==> config.mk <==
export PLATFORM = sky130hd
export DESIGN_NAME = rv_decoder_top
export DESIGN_NICKNAME = d
export VERILOG_FILES = /design/src/hw/rv_decode_pkg.sv /design/src/hw/op_classifier.sv /design/src/hw/imm_generator.sv /design/src/hw/decode_stage_reg.sv /design/src/hw/rv_decoder_top.sv
export SDC_FILE = /design/constraint.sdc
export NUM_CORES = 1
export LEC_CHECK = 0
export BUFFER_PORTS_ARGS = -buffer_cell sky130_fd_sc_hd__buf_2
export CORE_ASPECT_RATIO = 0.7
export CORE_UTILIZATION = 40
export CTS_CLUSTER_DIAMETER = 150
export DETAILED_ROUTE_END_ITERATION = 10
export PLACE_DENSITY = 0.66
export SYNTH_ARGS = -nofsm -noshare
export SYNTH_HDL_FRONTEND = slang
export SYNTH_SLANG_ARGS = --single-unit
export TNS_END_PERCENT = 1
==> constraint.sdc <==
create_clock -name clk -period 2 [get_ports clk]
set_clock_uncertainty 0.2 [all_clocks]
set_input_delay 0.2 -clock clk [delete_from_list [all_inputs] [get_ports clk]]
set_output_delay 0.2 -clock clk [all_outputs]
set_load 0.01 [all_outputs]
==> src/hw/rv_decode_pkg.sv <==
// Decoder field types, opcode and operation-code constants, format enum, decode record
`default_nettype none

package rv_decode_pkg;

    typedef logic [31:0]        instr_t;
    typedef logic [6:0]         opcode_t;
    typedef logic [4:0]         reg_idx_t;
    typedef logic signed [63:0] imm_t;
    typedef logic [5:0]         shamt_t;
    typedef logic [7:0]         op_code_t;

    // Major opcodes, instruction bits 6:0
    localparam opcode_t OPC_OP        = 7'b0110011;
    localparam opcode_t OPC_OP_IMM    = 7'b0010011;
    localparam opcode_t OPC_STORE     = 7'b0100011;
    localparam opcode_t OPC_BRANCH    = 7'b1100011;
    localparam opcode_t OPC_JAL       = 7'b1101111;
    localparam opcode_t OPC_JALR      = 7'b1100111;
    localparam opcode_t OPC_LUI       = 7'b0110111;
    localparam opcode_t OPC_AUIPC     = 7'b0010111;
    localparam opcode_t OPC_SYSTEM    = 7'b1110011;
    localparam opcode_t OPC_LOAD      = 7'b0000011;
    localparam opcode_t OPC_OP_32     = 7'b0111011; // W register ops
    localparam opcode_t OPC_OP_IMM_32 = 7'b0011011; // IW immediate ops

    // Base R-type
    localparam op_code_t OP_ADD  = 8'd0,  OP_SUB = 8'd1, OP_XOR = 8'd2, OP_OR = 8'd3;
    localparam op_code_t OP_AND  = 8'd4,  OP_SLL = 8'd5, OP_SRL = 8'd6, OP_SRA = 8'd7;
    localparam op_code_t OP_SLT  = 8'd8,  OP_SLTU = 8'd9;

    // M extension
    localparam op_code_t OP_MUL  = 8'd10, OP_MULH = 8'd11, OP_MULHSU = 8'd12, OP_MULHU = 8'd13;
    localparam op_code_t OP_DIV  = 8'd14, OP_DIVU = 8'd15, OP_REM = 8'd16, OP_REMU = 8'd17;

    // I-type ALU and shifts
    localparam op_code_t OP_ADDI = 8'd18, OP_XORI = 8'd19, OP_ORI = 8'd20, OP_ANDI = 8'd21;
    localparam op_code_t OP_SLLI = 8'd22, OP_SRLI = 8'd23, OP_SRAI = 8'd24;
    localparam op_code_t OP_SLTI = 8'd25, OP_SLTIU = 8'd26;

    // 27 and 28 are unassigned
    localparam op_code_t OP_ADDIW = 8'd29, OP_SLLIW = 8'd30, OP_SRLIW = 8'd31, OP_SRAIW = 8'd32;
    localparam op_code_t OP_ADDW = 8'd33, OP_SUBW = 8'd34, OP_SLLW = 8'd35, OP_SRLW = 8'd36;
    localparam op_code_t OP_SRAW = 8'd37, OP_MULW = 8'd38, OP_DIVW = 8'd39, OP_DIVUW = 8'd40;
    localparam op_code_t OP_REMW = 8'd41, OP_REMUW = 8'd42;

    // Stores and branches
    localparam op_code_t OP_SB   = 8'd43, OP_SH = 8'd44, OP_SW = 8'd45, OP_SD = 8'd46;
    localparam op_code_t OP_BEQ  = 8'd47, OP_BNE = 8'd48, OP_BLT = 8'd49, OP_BGE = 8'd50;
    localparam op_code_t OP_BLTU = 8'd51, OP_BGEU = 8'd52;

    // Jumps, upper immediates, system
    localparam op_code_t OP_JAL  = 8'd53, OP_JALR = 8'd54, OP_LUI = 8'd55, OP_AUIPC = 8'd56;
    localparam op_code_t OP_ECALL = 8'd57, OP_EBREAK = 8'd58;

    // Loads
    localparam op_code_t OP_LB   = 8'd59, OP_LH = 8'd60, OP_LW = 8'd61, OP_LBU = 8'd62;
    localparam op_code_t OP_LHU  = 8'd63, OP_LWU = 8'd64, OP_LD = 8'd65;

    localparam op_code_t OP_UNKNOWN = 8'd255;

    // Immediate layout selected by the classifier
    typedef enum logic [3:0] {
        FMT_R,      // No immediate
        FMT_I,
        FMT_S,
        FMT_B,
        FMT_U,
        FMT_J,
        FMT_I_SH6,  // 64-bit shifts
        FMT_I_SH5,  // 32-bit shifts
        FMT_NONE
    } instr_fmt_e;

    typedef struct packed {
        opcode_t  opcode;
        reg_idx_t rd;
        reg_idx_t rs1;
        reg_idx_t rs2;
        imm_t     imm;
        shamt_t   shamt;
        op_code_t op;
    } decode_rec_t;

endpackage

`default_nettype wire

==> src/hw/op_classifier.sv <==
// Operation classifier mapping opcode and funct fields to operation code and format
`timescale 1ns/1ps
`default_nettype none

module op_classifier (
    input  rv_decode_pkg::instr_t     instruction,
    output rv_decode_pkg::op_code_t   op,
    output rv_decode_pkg::instr_fmt_e fmt
);

    rv_decode_pkg::opcode_t opcode;
    logic [2:0]             funct3;
    logic [6:0]             funct7;
    logic [5:0]             funct6;  // RV64 shift immediates use bit 25 for shamt
    logic [11:0]            funct12;

    assign opcode  = instruction[6:0];
    assign funct3  = instruction[14:12];
    assign funct7  = instruction[31:25];
    assign funct6  = instruction[31:26];
    assign funct12 = instruction[31:20];

    always_comb begin
        op  = rv_decode_pkg::OP_UNKNOWN;
        fmt = rv_decode_pkg::FMT_NONE;

        case (opcode)
            rv_decode_pkg::OPC_OP: begin
                fmt = rv_decode_pkg::FMT_R;
                case (funct7)
                    7'b0000000: begin
                        case (funct3)
                            3'b000: op = rv_decode_pkg::OP_ADD;
                            3'b001: op = rv_decode_pkg::OP_SLL;
                            3'b010: op = rv_decode_pkg::OP_SLT;
                            3'b011: op = rv_decode_pkg::OP_SLTU;
                            3'b100: op = rv_decode_pkg::OP_XOR;
                            3'b101: op = rv_decode_pkg::OP_SRL;
                            3'b110: op = rv_decode_pkg::OP_OR;
                            3'b111: op = rv_decode_pkg::OP_AND;
                        endcase
                    end
                    7'b0000001: begin  // M extension
                        case (funct3)
                            3'b000: op = rv_decode_pkg::OP_MUL;
                            3'b001: op = rv_decode_pkg::OP_MULH;
                            3'b010: op = rv_decode_pkg::OP_MULHSU;
                            3'b011: op = rv_decode_pkg::OP_MULHU;
                            3'b100: op = rv_decode_pkg::OP_DIV;
                            3'b101: op = rv_decode_pkg::OP_DIVU;
                            3'b110: op = rv_decode_pkg::OP_REM;
                            3'b111: op = rv_decode_pkg::OP_REMU;
                        endcase
                    end
                    7'b0100000: begin
                        if (funct3 == 3'b000) op = rv_decode_pkg::OP_SUB;
                        else if (funct3 == 3'b101) op = rv_decode_pkg::OP_SRA;
                    end
                    default: op = rv_decode_pkg::OP_UNKNOWN;
                endcase
            end

            rv_decode_pkg::OPC_OP_IMM: begin
                fmt = rv_decode_pkg::FMT_I;
                case (funct3)
                    3'b000: op = rv_decode_pkg::OP_ADDI;
                    3'b010: op = rv_decode_pkg::OP_SLTI;
                    3'b011: op = rv_decode_pkg::OP_SLTIU;
                    3'b100: op = rv_decode_pkg::OP_XORI;
                    3'b110: op = rv_decode_pkg::OP_ORI;
                    3'b111: op = rv_decode_pkg::OP_ANDI;
                    3'b001: begin
                        fmt = rv_decode_pkg::FMT_I_SH6;
                        if (funct6 == 6'b000000) op = rv_decode_pkg::OP_SLLI;
                    end
                    3'b101: begin
                        fmt = rv_decode_pkg::FMT_I_SH6;
                        if (funct6 == 6'b000000) op = rv_decode_pkg::OP_SRLI;
                        else if (funct6 == 6'b010000) op = rv_decode_pkg::OP_SRAI;
                    end
                endcase
            end

            rv_decode_pkg::OPC_OP_32: begin
                fmt = rv_decode_pkg::FMT_R;
                case ({funct7, funct3})
                    {7'b0000000, 3'b000}: op = rv_decode_pkg::OP_ADDW;
                    {7'b0100000, 3'b000}: op = rv_decode_pkg::OP_SUBW;
                    {7'b0000000, 3'b001}: op = rv_decode_pkg::OP_SLLW;
                    {7'b0000000, 3'b101}: op = rv_decode_pkg::OP_SRLW;
                    {7'b0100000, 3'b101}: op = rv_decode_pkg::OP_SRAW;
                    {7'b0000001, 3'b000}: op = rv_decode_pkg::OP_MULW;
                    {7'b0000001, 3'b100}: op = rv_decode_pkg::OP_DIVW;
                    {7'b0000001, 3'b101}: op = rv_decode_pkg::OP_DIVUW;
                    {7'b0000001, 3'b110}: op = rv_decode_pkg::OP_REMW;
                    {7'b0000001, 3'b111}: op = rv_decode_pkg::OP_REMUW;
                    default:              op = rv_decode_pkg::OP_UNKNOWN;
                endcase
            end

            rv_decode_pkg::OPC_OP_IMM_32: begin
                fmt = rv_decode_pkg::FMT_I;
                if (funct3 == 3'b000) begin
                    op = rv_decode_pkg::OP_ADDIW;
                end else if (funct3 == 3'b001 || funct3 == 3'b101) begin
                    fmt = rv_decode_pkg::FMT_I_SH5;
                    if (funct7 == 7'b0000000) begin
                        op = (funct3 == 3'b001) ? rv_decode_pkg::OP_SLLIW : rv_decode_pkg::OP_SRLIW;
                    end else if (funct7 == 7'b0100000 && funct3 == 3'b101) begin
                        op = rv_decode_pkg::OP_SRAIW;
                    end
                end
            end

            rv_decode_pkg::OPC_STORE: begin
                fmt = rv_decode_pkg::FMT_S;
                case (funct3)
                    3'b000:  op = rv_decode_pkg::OP_SB;
                    3'b001:  op = rv_decode_pkg::OP_SH;
                    3'b010:  op = rv_decode_pkg::OP_SW;
                    3'b011:  op = rv_decode_pkg::OP_SD;
                    default: op = rv_decode_pkg::OP_UNKNOWN;
                endcase
            end

            rv_decode_pkg::OPC_BRANCH: begin
                fmt = rv_decode_pkg::FMT_B;
                case (funct3)
                    3'b000:  op = rv_decode_pkg::OP_BEQ;
                    3'b001:  op = rv_decode_pkg::OP_BNE;
                    3'b100:  op = rv_decode_pkg::OP_BLT;
                    3'b101:  op = rv_decode_pkg::OP_BGE;
                    3'b110:  op = rv_decode_pkg::OP_BLTU;
                    3'b111:  op = rv_decode_pkg::OP_BGEU;
                    default: op = rv_decode_pkg::OP_UNKNOWN;
                endcase
            end

            rv_decode_pkg::OPC_JAL: begin
                fmt = rv_decode_pkg::FMT_J;
                op  = rv_decode_pkg::OP_JAL;
            end

            rv_decode_pkg::OPC_JALR: begin
                fmt = rv_decode_pkg::FMT_I;
                if (funct3 == 3'b000) op = rv_decode_pkg::OP_JALR;
            end

            rv_decode_pkg::OPC_LUI: begin
                fmt = rv_decode_pkg::FMT_U;
                op  = rv_decode_pkg::OP_LUI;
            end

            rv_decode_pkg::OPC_AUIPC: begin
                fmt = rv_decode_pkg::FMT_U;
                op  = rv_decode_pkg::OP_AUIPC;
            end

            rv_decode_pkg::OPC_SYSTEM: begin
                fmt = rv_decode_pkg::FMT_I;
                if (funct3 == 3'b000 && funct12 == 12'h000) op = rv_decode_pkg::OP_ECALL;
                else if (funct3 == 3'b000 && funct12 == 12'h001) op = rv_decode_pkg::OP_EBREAK;
            end

            rv_decode_pkg::OPC_LOAD: begin
                fmt = rv_decode_pkg::FMT_I;
                case (funct3)
                    3'b000:  op = rv_decode_pkg::OP_LB;
                    3'b001:  op = rv_decode_pkg::OP_LH;
                    3'b010:  op = rv_decode_pkg::OP_LW;
                    3'b011:  op = rv_decode_pkg::OP_LD;
                    3'b100:  op = rv_decode_pkg::OP_LBU;
                    3'b101:  op = rv_decode_pkg::OP_LHU;
                    3'b110:  op = rv_decode_pkg::OP_LWU;
                    default: op = rv_decode_pkg::OP_UNKNOWN;
                endcase
            end

            default: op = rv_decode_pkg::OP_UNKNOWN;
        endcase

        // Unknown encodings never carry an immediate
        if (op == rv_decode_pkg::OP_UNKNOWN) fmt = rv_decode_pkg::FMT_NONE;
    end

endmodule

`default_nettype wire

==> src/hw/imm_generator.sv <==
// Immediate and shift-amount generator driven by the instruction format
`timescale 1ns/1ps
`default_nettype none

module imm_generator (
    input  rv_decode_pkg::instr_t     instruction,
    input  rv_decode_pkg::instr_fmt_e fmt,
    output rv_decode_pkg::imm_t       imm,
    output rv_decode_pkg::shamt_t     shamt
);

    rv_decode_pkg::imm_t imm_i;
    rv_decode_pkg::imm_t imm_s;
    rv_decode_pkg::imm_t imm_b;
    rv_decode_pkg::imm_t imm_u;
    rv_decode_pkg::imm_t imm_j;
    logic                sign;

    assign sign = instruction[31];  // All formats sign-extend from bit 31

    assign imm_i = {{52{sign}}, instruction[31:20]};
    assign imm_s = {{52{sign}}, instruction[31:25], instruction[11:7]};

    // Branch offset, bit 0 always zero
    assign imm_b = {{51{sign}}, instruction[31], instruction[7],
                    instruction[30:25], instruction[11:8], 1'b0};

    assign imm_u = {{32{sign}}, instruction[31:12], 12'b0};

    assign imm_j = {{43{sign}}, instruction[31], instruction[19:12],
                    instruction[20], instruction[30:21], 1'b0};

    always_comb begin
        imm   = '0;
        shamt = '0;
        case (fmt)
            rv_decode_pkg::FMT_I: imm = imm_i;
            rv_decode_pkg::FMT_S: imm = imm_s;
            rv_decode_pkg::FMT_B: imm = imm_b;
            rv_decode_pkg::FMT_U: imm = imm_u;
            rv_decode_pkg::FMT_J: imm = imm_j;
            rv_decode_pkg::FMT_I_SH6: begin
                imm   = imm_i;
                shamt = instruction[25:20];
            end
            rv_decode_pkg::FMT_I_SH5: begin
                imm   = imm_i;
                shamt = {1'b0, instruction[24:20]};  // Word shifts only reach 31
            end
            default: begin
                // R-type and unknown leave both at zero
                imm   = '0;
                shamt = '0;
            end
        endcase
    end

endmodule

`default_nettype wire

==> src/hw/decode_stage_reg.sv <==
// Output register stage for the decode record and completion flag, with checks
`timescale 1ns/1ps
`default_nettype none

module decode_stage_reg (
    input  logic                       clk,
    input  logic                       rst_n,
    input  logic                       decode_enable,
    input  rv_decode_pkg::instr_t      instruction,
    input  rv_decode_pkg::op_code_t    op,
    input  rv_decode_pkg::imm_t        imm,
    input  rv_decode_pkg::shamt_t      shamt,
    output rv_decode_pkg::decode_rec_t result,
    output logic                       decode_complete
);

    rv_decode_pkg::decode_rec_t rec_next;

    // Register fields are raw bits regardless of format
    always_comb begin
        rec_next.opcode = instruction[6:0];
        rec_next.rd     = instruction[11:7];
        rec_next.rs1    = instruction[19:15];
        rec_next.rs2    = instruction[24:20];
        rec_next.imm    = imm;
        rec_next.shamt  = shamt;
        rec_next.op     = op;
    end

    always_ff @(posedge clk or negedge rst_n) begin
        if (!rst_n) begin
            result          <= '0;
            decode_complete <= 1'b0;
        end else begin
            result          <= decode_enable ? rec_next : '0;  // Idle cycles load zeros
            decode_complete <= decode_enable;
        end
    end

    a_complete_known: assert property (@(posedge clk) disable iff (!rst_n)
        !$isunknown(decode_complete))
        else $error("decode_complete is unknown");

    a_idle_no_complete: assert property (@(posedge clk) disable iff (!rst_n)
        !decode_enable |=> !decode_complete)
        else $error("decode_complete high after an idle cycle");

    // Classifier and immediate generator must agree on unknown encodings
    a_unknown_no_imm: assert property (@(posedge clk) disable iff (!rst_n)
        (decode_complete && result.op == rv_decode_pkg::OP_UNKNOWN)
            |-> (result.imm == '0 && result.shamt == '0))
        else $error("unknown op carries an immediate or shift amount");

endmodule

`default_nettype wire

==> src/hw/rv_decoder_top.sv <==
// Registered RV64IM decoder top with classifier, immediate generator and stage register
`timescale 1ns/1ps
`default_nettype none

module rv_decoder_top (
    input  logic                       clk,
    input  logic                       rst_n,
    input  rv_decode_pkg::instr_t      instruction,
    input  logic                       decode_enable,
    output rv_decode_pkg::decode_rec_t result,
    output logic                       decode_complete
);

    rv_decode_pkg::op_code_t   op;
    rv_decode_pkg::instr_fmt_e fmt;
    rv_decode_pkg::imm_t       imm;
    rv_decode_pkg::shamt_t     shamt;

    op_classifier u_op_classifier (
        .instruction (instruction),
        .op          (op),
        .fmt         (fmt)
    );

    imm_generator u_imm_generator (
        .instruction (instruction),
        .fmt         (fmt),
        .imm         (imm),
        .shamt       (shamt)
    );

    // One cycle of latency lives here
    decode_stage_reg u_decode_stage_reg (
        .clk             (clk),
        .rst_n           (rst_n),
        .decode_enable   (decode_enable),
        .instruction     (instruction),
        .op              (op),
        .imm             (imm),
        .shamt           (shamt),
        .result          (result),
        .decode_complete (decode_complete)
    );

endmodule

`default_nettype wire

==> results.md <==
| Result | This run |
| --- | --- |
| Result of the run | finished with violations |
| Violations in the final reports | setup timing |
| Net Count, Synth | 470 |
| Dominant cell type by area after synthesis | sky130_fd_sc_hd__dfrtp_1 |
| Post-CTS repair timing setup buffer count | 0 |
| Master cell of the clock root buffer | sky130_fd_sc_hd__clkbuf_16 |
| Setup WS post-layout | -0.221 ns |
| Area of the mapped netlist | 3930 µm² |
| Cell Pwr Density | 595 nW/µm² |
| Unrepaired setup endpoints after global routing | yes |
| Count of cell instances traversed by the critical path | 8 |
| TritonRoute pass-1 iters | 5 |
| Initial standard-cell utilization of the core | 0.423 |
| Total wire length | 14,000 µm |
| Highest-count cells in the layout ignoring fill and taps | sky130_fd_sc_hd__buf_2 (134), sky130_fd_sc_hd__buf_4 (120), sky130_fd_sc_hd__dfrtp_1 (69) |
| Slew at the pin closest to its max-slew limit | 0.644 ns |
| Number of endpoints failing setup at the final stage | 41 |
| Number of distinct library cells after synthesis | 68 |
| Number of buffers and inverters on the critical path | 1 |
| Antenna diode count | 0 |
| Pin count of the biggest net entering global routing | 34 |
| Leading cell type in the layout, fill and taps excluded | sky130_fd_sc_hd__buf_2 |
| Post-route core utilization | 0.650 |
| Most instantiated flip-flop cell in the synthesis netlist | sky130_fd_sc_hd__dfrtp_1 |
| Achievable frequency | 0.450 GHz |
| Worst EP required | 1.99 ns |
| Remaining global-route overflow | 0 |
| Detailed router's first-iteration violation count | 282 |
| Number of global-route vias before repair | 3,958 |
| Wire length of the first global-routing pass | 21,600 µm |
| DRC viols | 0 |
| Stage delay of the slowest cell on the critical path | 0.57 ns |
| EDFF count, synth | 0 |
| Routed vias/inst | 5.33 |
| Largest fanout on the critical path | 4 |
| Time the final worst path needs with I/O delays and setup | 2.22 ns |
| Area delta synth->final | 53.6% |
| Cell-by-cell trace of the critical path | buf_6 -> or4_4 -> nor2_4 -> nand4_1 -> o21ai_2 -> o2111ai_1 -> or4_1 -> o41a_1 |
| Area fraction of the dominant cell type after synthesis | 0.439 |
| Die area | 10,200 µm² |
| Ratio of cells with drive above 1 in the final layout | 0.496 |
| Worst min-delay path class | primary input to register |
| End of the worst hold path | u_decode_stage_reg.result[98] |
| Hpwl dp | 10,600 µm |
| Minimum setup slack after placement | -0.700 ns |
| Std-Cell Rows | 29 |
| Average instance area after synthesis | 9.10 µm² |
| Slowest cell on the critical path | sky130_fd_sc_hd__or4_4 |
| Core area | 9290 µm² |
| Clock buffers created by TritonCTS | 9 |
| Category of the worst setup path capture point | register |
| Total number of vias | 4,209 |
| Flip-flop and latch count after synthesis | 69 |
| Main area contributors after synthesis | sky130_fd_sc_hd__dfrtp_1 (44%), sky130_fd_sc_hd__buf_4 (6.3%), sky130_fd_sc_hd__a21oi_1 (6.1%) |
| Routed wire per std cell | 17.7 µm |
| Max-slew violation count | 0 |
| CTS tree | done |
| Arrival time at the worst endpoint | 2.21 ns |
| Maximum ir drop on the vdd rail | 0.632 mV |
| Standby leakage power | 3.05 nW |
| Startpoint of the most critical hold path | instruction[5] |
| Antenna viol nets, final | 0 |
| Period utilisation layout | 1.11 |
| Number of maximum-capacitance constraint violations | 0 |
| Hold violation total from the final report | 0 |
| Startpoint Class | primary input |
| Cells after Synth | 432 |
| Maximum buffer depth of the clock tree | 2 |
| Clock transition at the registers of the reported paths | 0.05 ns |
| Count of pins on the block boundary | 136 |
| CP delay by family, top | simple AND/OR/NAND/NOR gates |
| Number of antenna violations at the first check in global routing | 0 |
| Count of cells along the worst hold path | 4 |
| Clock sink count | 69 |
| Yosys warnings | 0 |
| Start-to-end type of the worst setup path | primary input to register |
| Port Buf Inserts | 135 |
| Fraction of synthesis flops using an asynchronous set or reset pin | 1.00 |
| Total of fill cells in the finished design | 801 |
| Die height | 85.0 µm |
| Horizontal extent of the die | 121 µm |
| Total number of nets in the final design | 698 |
| Slew headroom | 0.571 |
| Total global-route track usage | 0.278 |
| Level count of the clock H-tree | 3 |
| Register area share after synthesis | 0.439 |
| Global placement routability congestion | 0.952 |
[per-stage QoR]
| stage | power, mW | TNS [ns] | hold WS [ns] | cell area, µm² | cells |
|---|---|---|---|---|---|
| final | 3.60 | -6.15 | 0.0229 | 6040 | 789 |
| after global routing | 3.74 | -7.89 | 0.0307 | 6040 | 789 |
| after CTS | 3.61 | -7.58 | 0.0118 | 5960 | 789 |
| after detailed placement | 2.02 | -23.47 | -0.0517 | 5410 | 755 |
| after global placement | 2.01 | -20.30 | -0.0622 | 5410 | 755 |
| after floorplan | 1.70 | -10.35 | -0.296 | 3990 | 432 |
[report_power, final]
| part | leakage, nW | switching [mW] | total, mW | internal (mW) |
|---|---|---|---|---|
| clock network | 0.152 | 0.558 | 1.55 | 0.994 |
| registers | 0.921 | 0.00937 | 1.44 | 1.43 |
| logic | 1.97 | 0.325 | 0.602 | 0.277 |
| total | 3.05 | 0.892 | 3.60 | 2.70 |
[cell families (layout without fill, tap and decap cells)]
family,Yosys count,after routing,synth area share
AOI/OAI and AO/OA,121,121,0.201
xor gates and xnor gates,2,2,0.00446
adders and majority gates,3,3,0.00955
buffers and inverters,69,302,0.105
DFF,69,69,0.439
muxes,2,2,0.00541
and+or+nand+nor,166,166,0.236
[registers in the layout, indices dropped and copies added (netlist names)]
register / flops
u_decode_stage_reg.decode_complete: 1
u_decode_stage_reg.result: 68
[worst min-delay path, cell delays in order]
cell and delay [ns]:
sky130_fd_sc_hd__buf_2 0.12, sky130_fd_sc_hd__inv_1 0.06, sky130_fd_sc_hd__buf_4 0.09, sky130_fd_sc_hd__nor2_1 0.03
[layout make-up]
type | instances | area, µm² | area share
Timing Repair Buffer | 281 | 1880 | 0.312
Clock buffer | 10 | 239 | 0.0396
Tap cell | 124 | 155 | 0.0257
Clock inverter | 6 | 62.6 | 0.0104
Sequential cell | 69 | 1730 | 0.286
Inverter | 5 | 18.8 | 0.00311
Multi-Input combinational cell | 294 | 1950 | 0.324
[cells in the mapped netlist (all sizes together) (3+ instances only)]
library cell	n
a211oi	6
a21oi	49
a22oi	4
a311oi	3
a31oi	4
and2	29
and3	9
and3b	3
buf	51
clkbuf	13
clkinv	3
dfrtp	69
ha	3
nand2	40
nand2b	4
nand3	9
nand3b	4
nand4	11
nor2	28
nor2b	4
nor3	8
nor4	5
o21ai	19
o22ai	8
o31ai	4
[how the worst max path moves through the flow]
stage	startpoint	slack, ns	to
after floorplan	instruction[2]	-0.35	u_decode_stage_reg.result[26]
after global placement	instruction[27]	-0.69	u_decode_stage_reg.result[0]
after detailed placement	instruction[27]	-0.70	u_decode_stage_reg.result[0]
after CTS	instruction[28]	-0.23	u_decode_stage_reg.result[29]
after global routing	instruction[26]	-0.27	u_decode_stage_reg.result[0]
final	instruction[28]	-0.22	u_decode_stage_reg.result[0]
[per-layer routing]
| layer | vias up | share of wire | global-route usage |
|---|---|---|---|
| met1 | 2003 | 0.47 | 0.418 |
| met5 | - | 0 | 0 |
| li1 | 1979 | - | - |
| met2 | 203 | 0.43 | 0.394 |
| met4 | 0 | 0.013 | 0.0763 |
| met3 | 24 | 0.091 | 0.0699 |
[what timing repair did]
item,4_1_cts,5_1_grt
hold buffers,18,0
gates cloned,0,0
endpoints found under the setup margin,42,44
endpoints found under the hold margin,97,0
pin swaps,13,5
gates resized for setup,19,22
(Power assumes the default switching activity.)
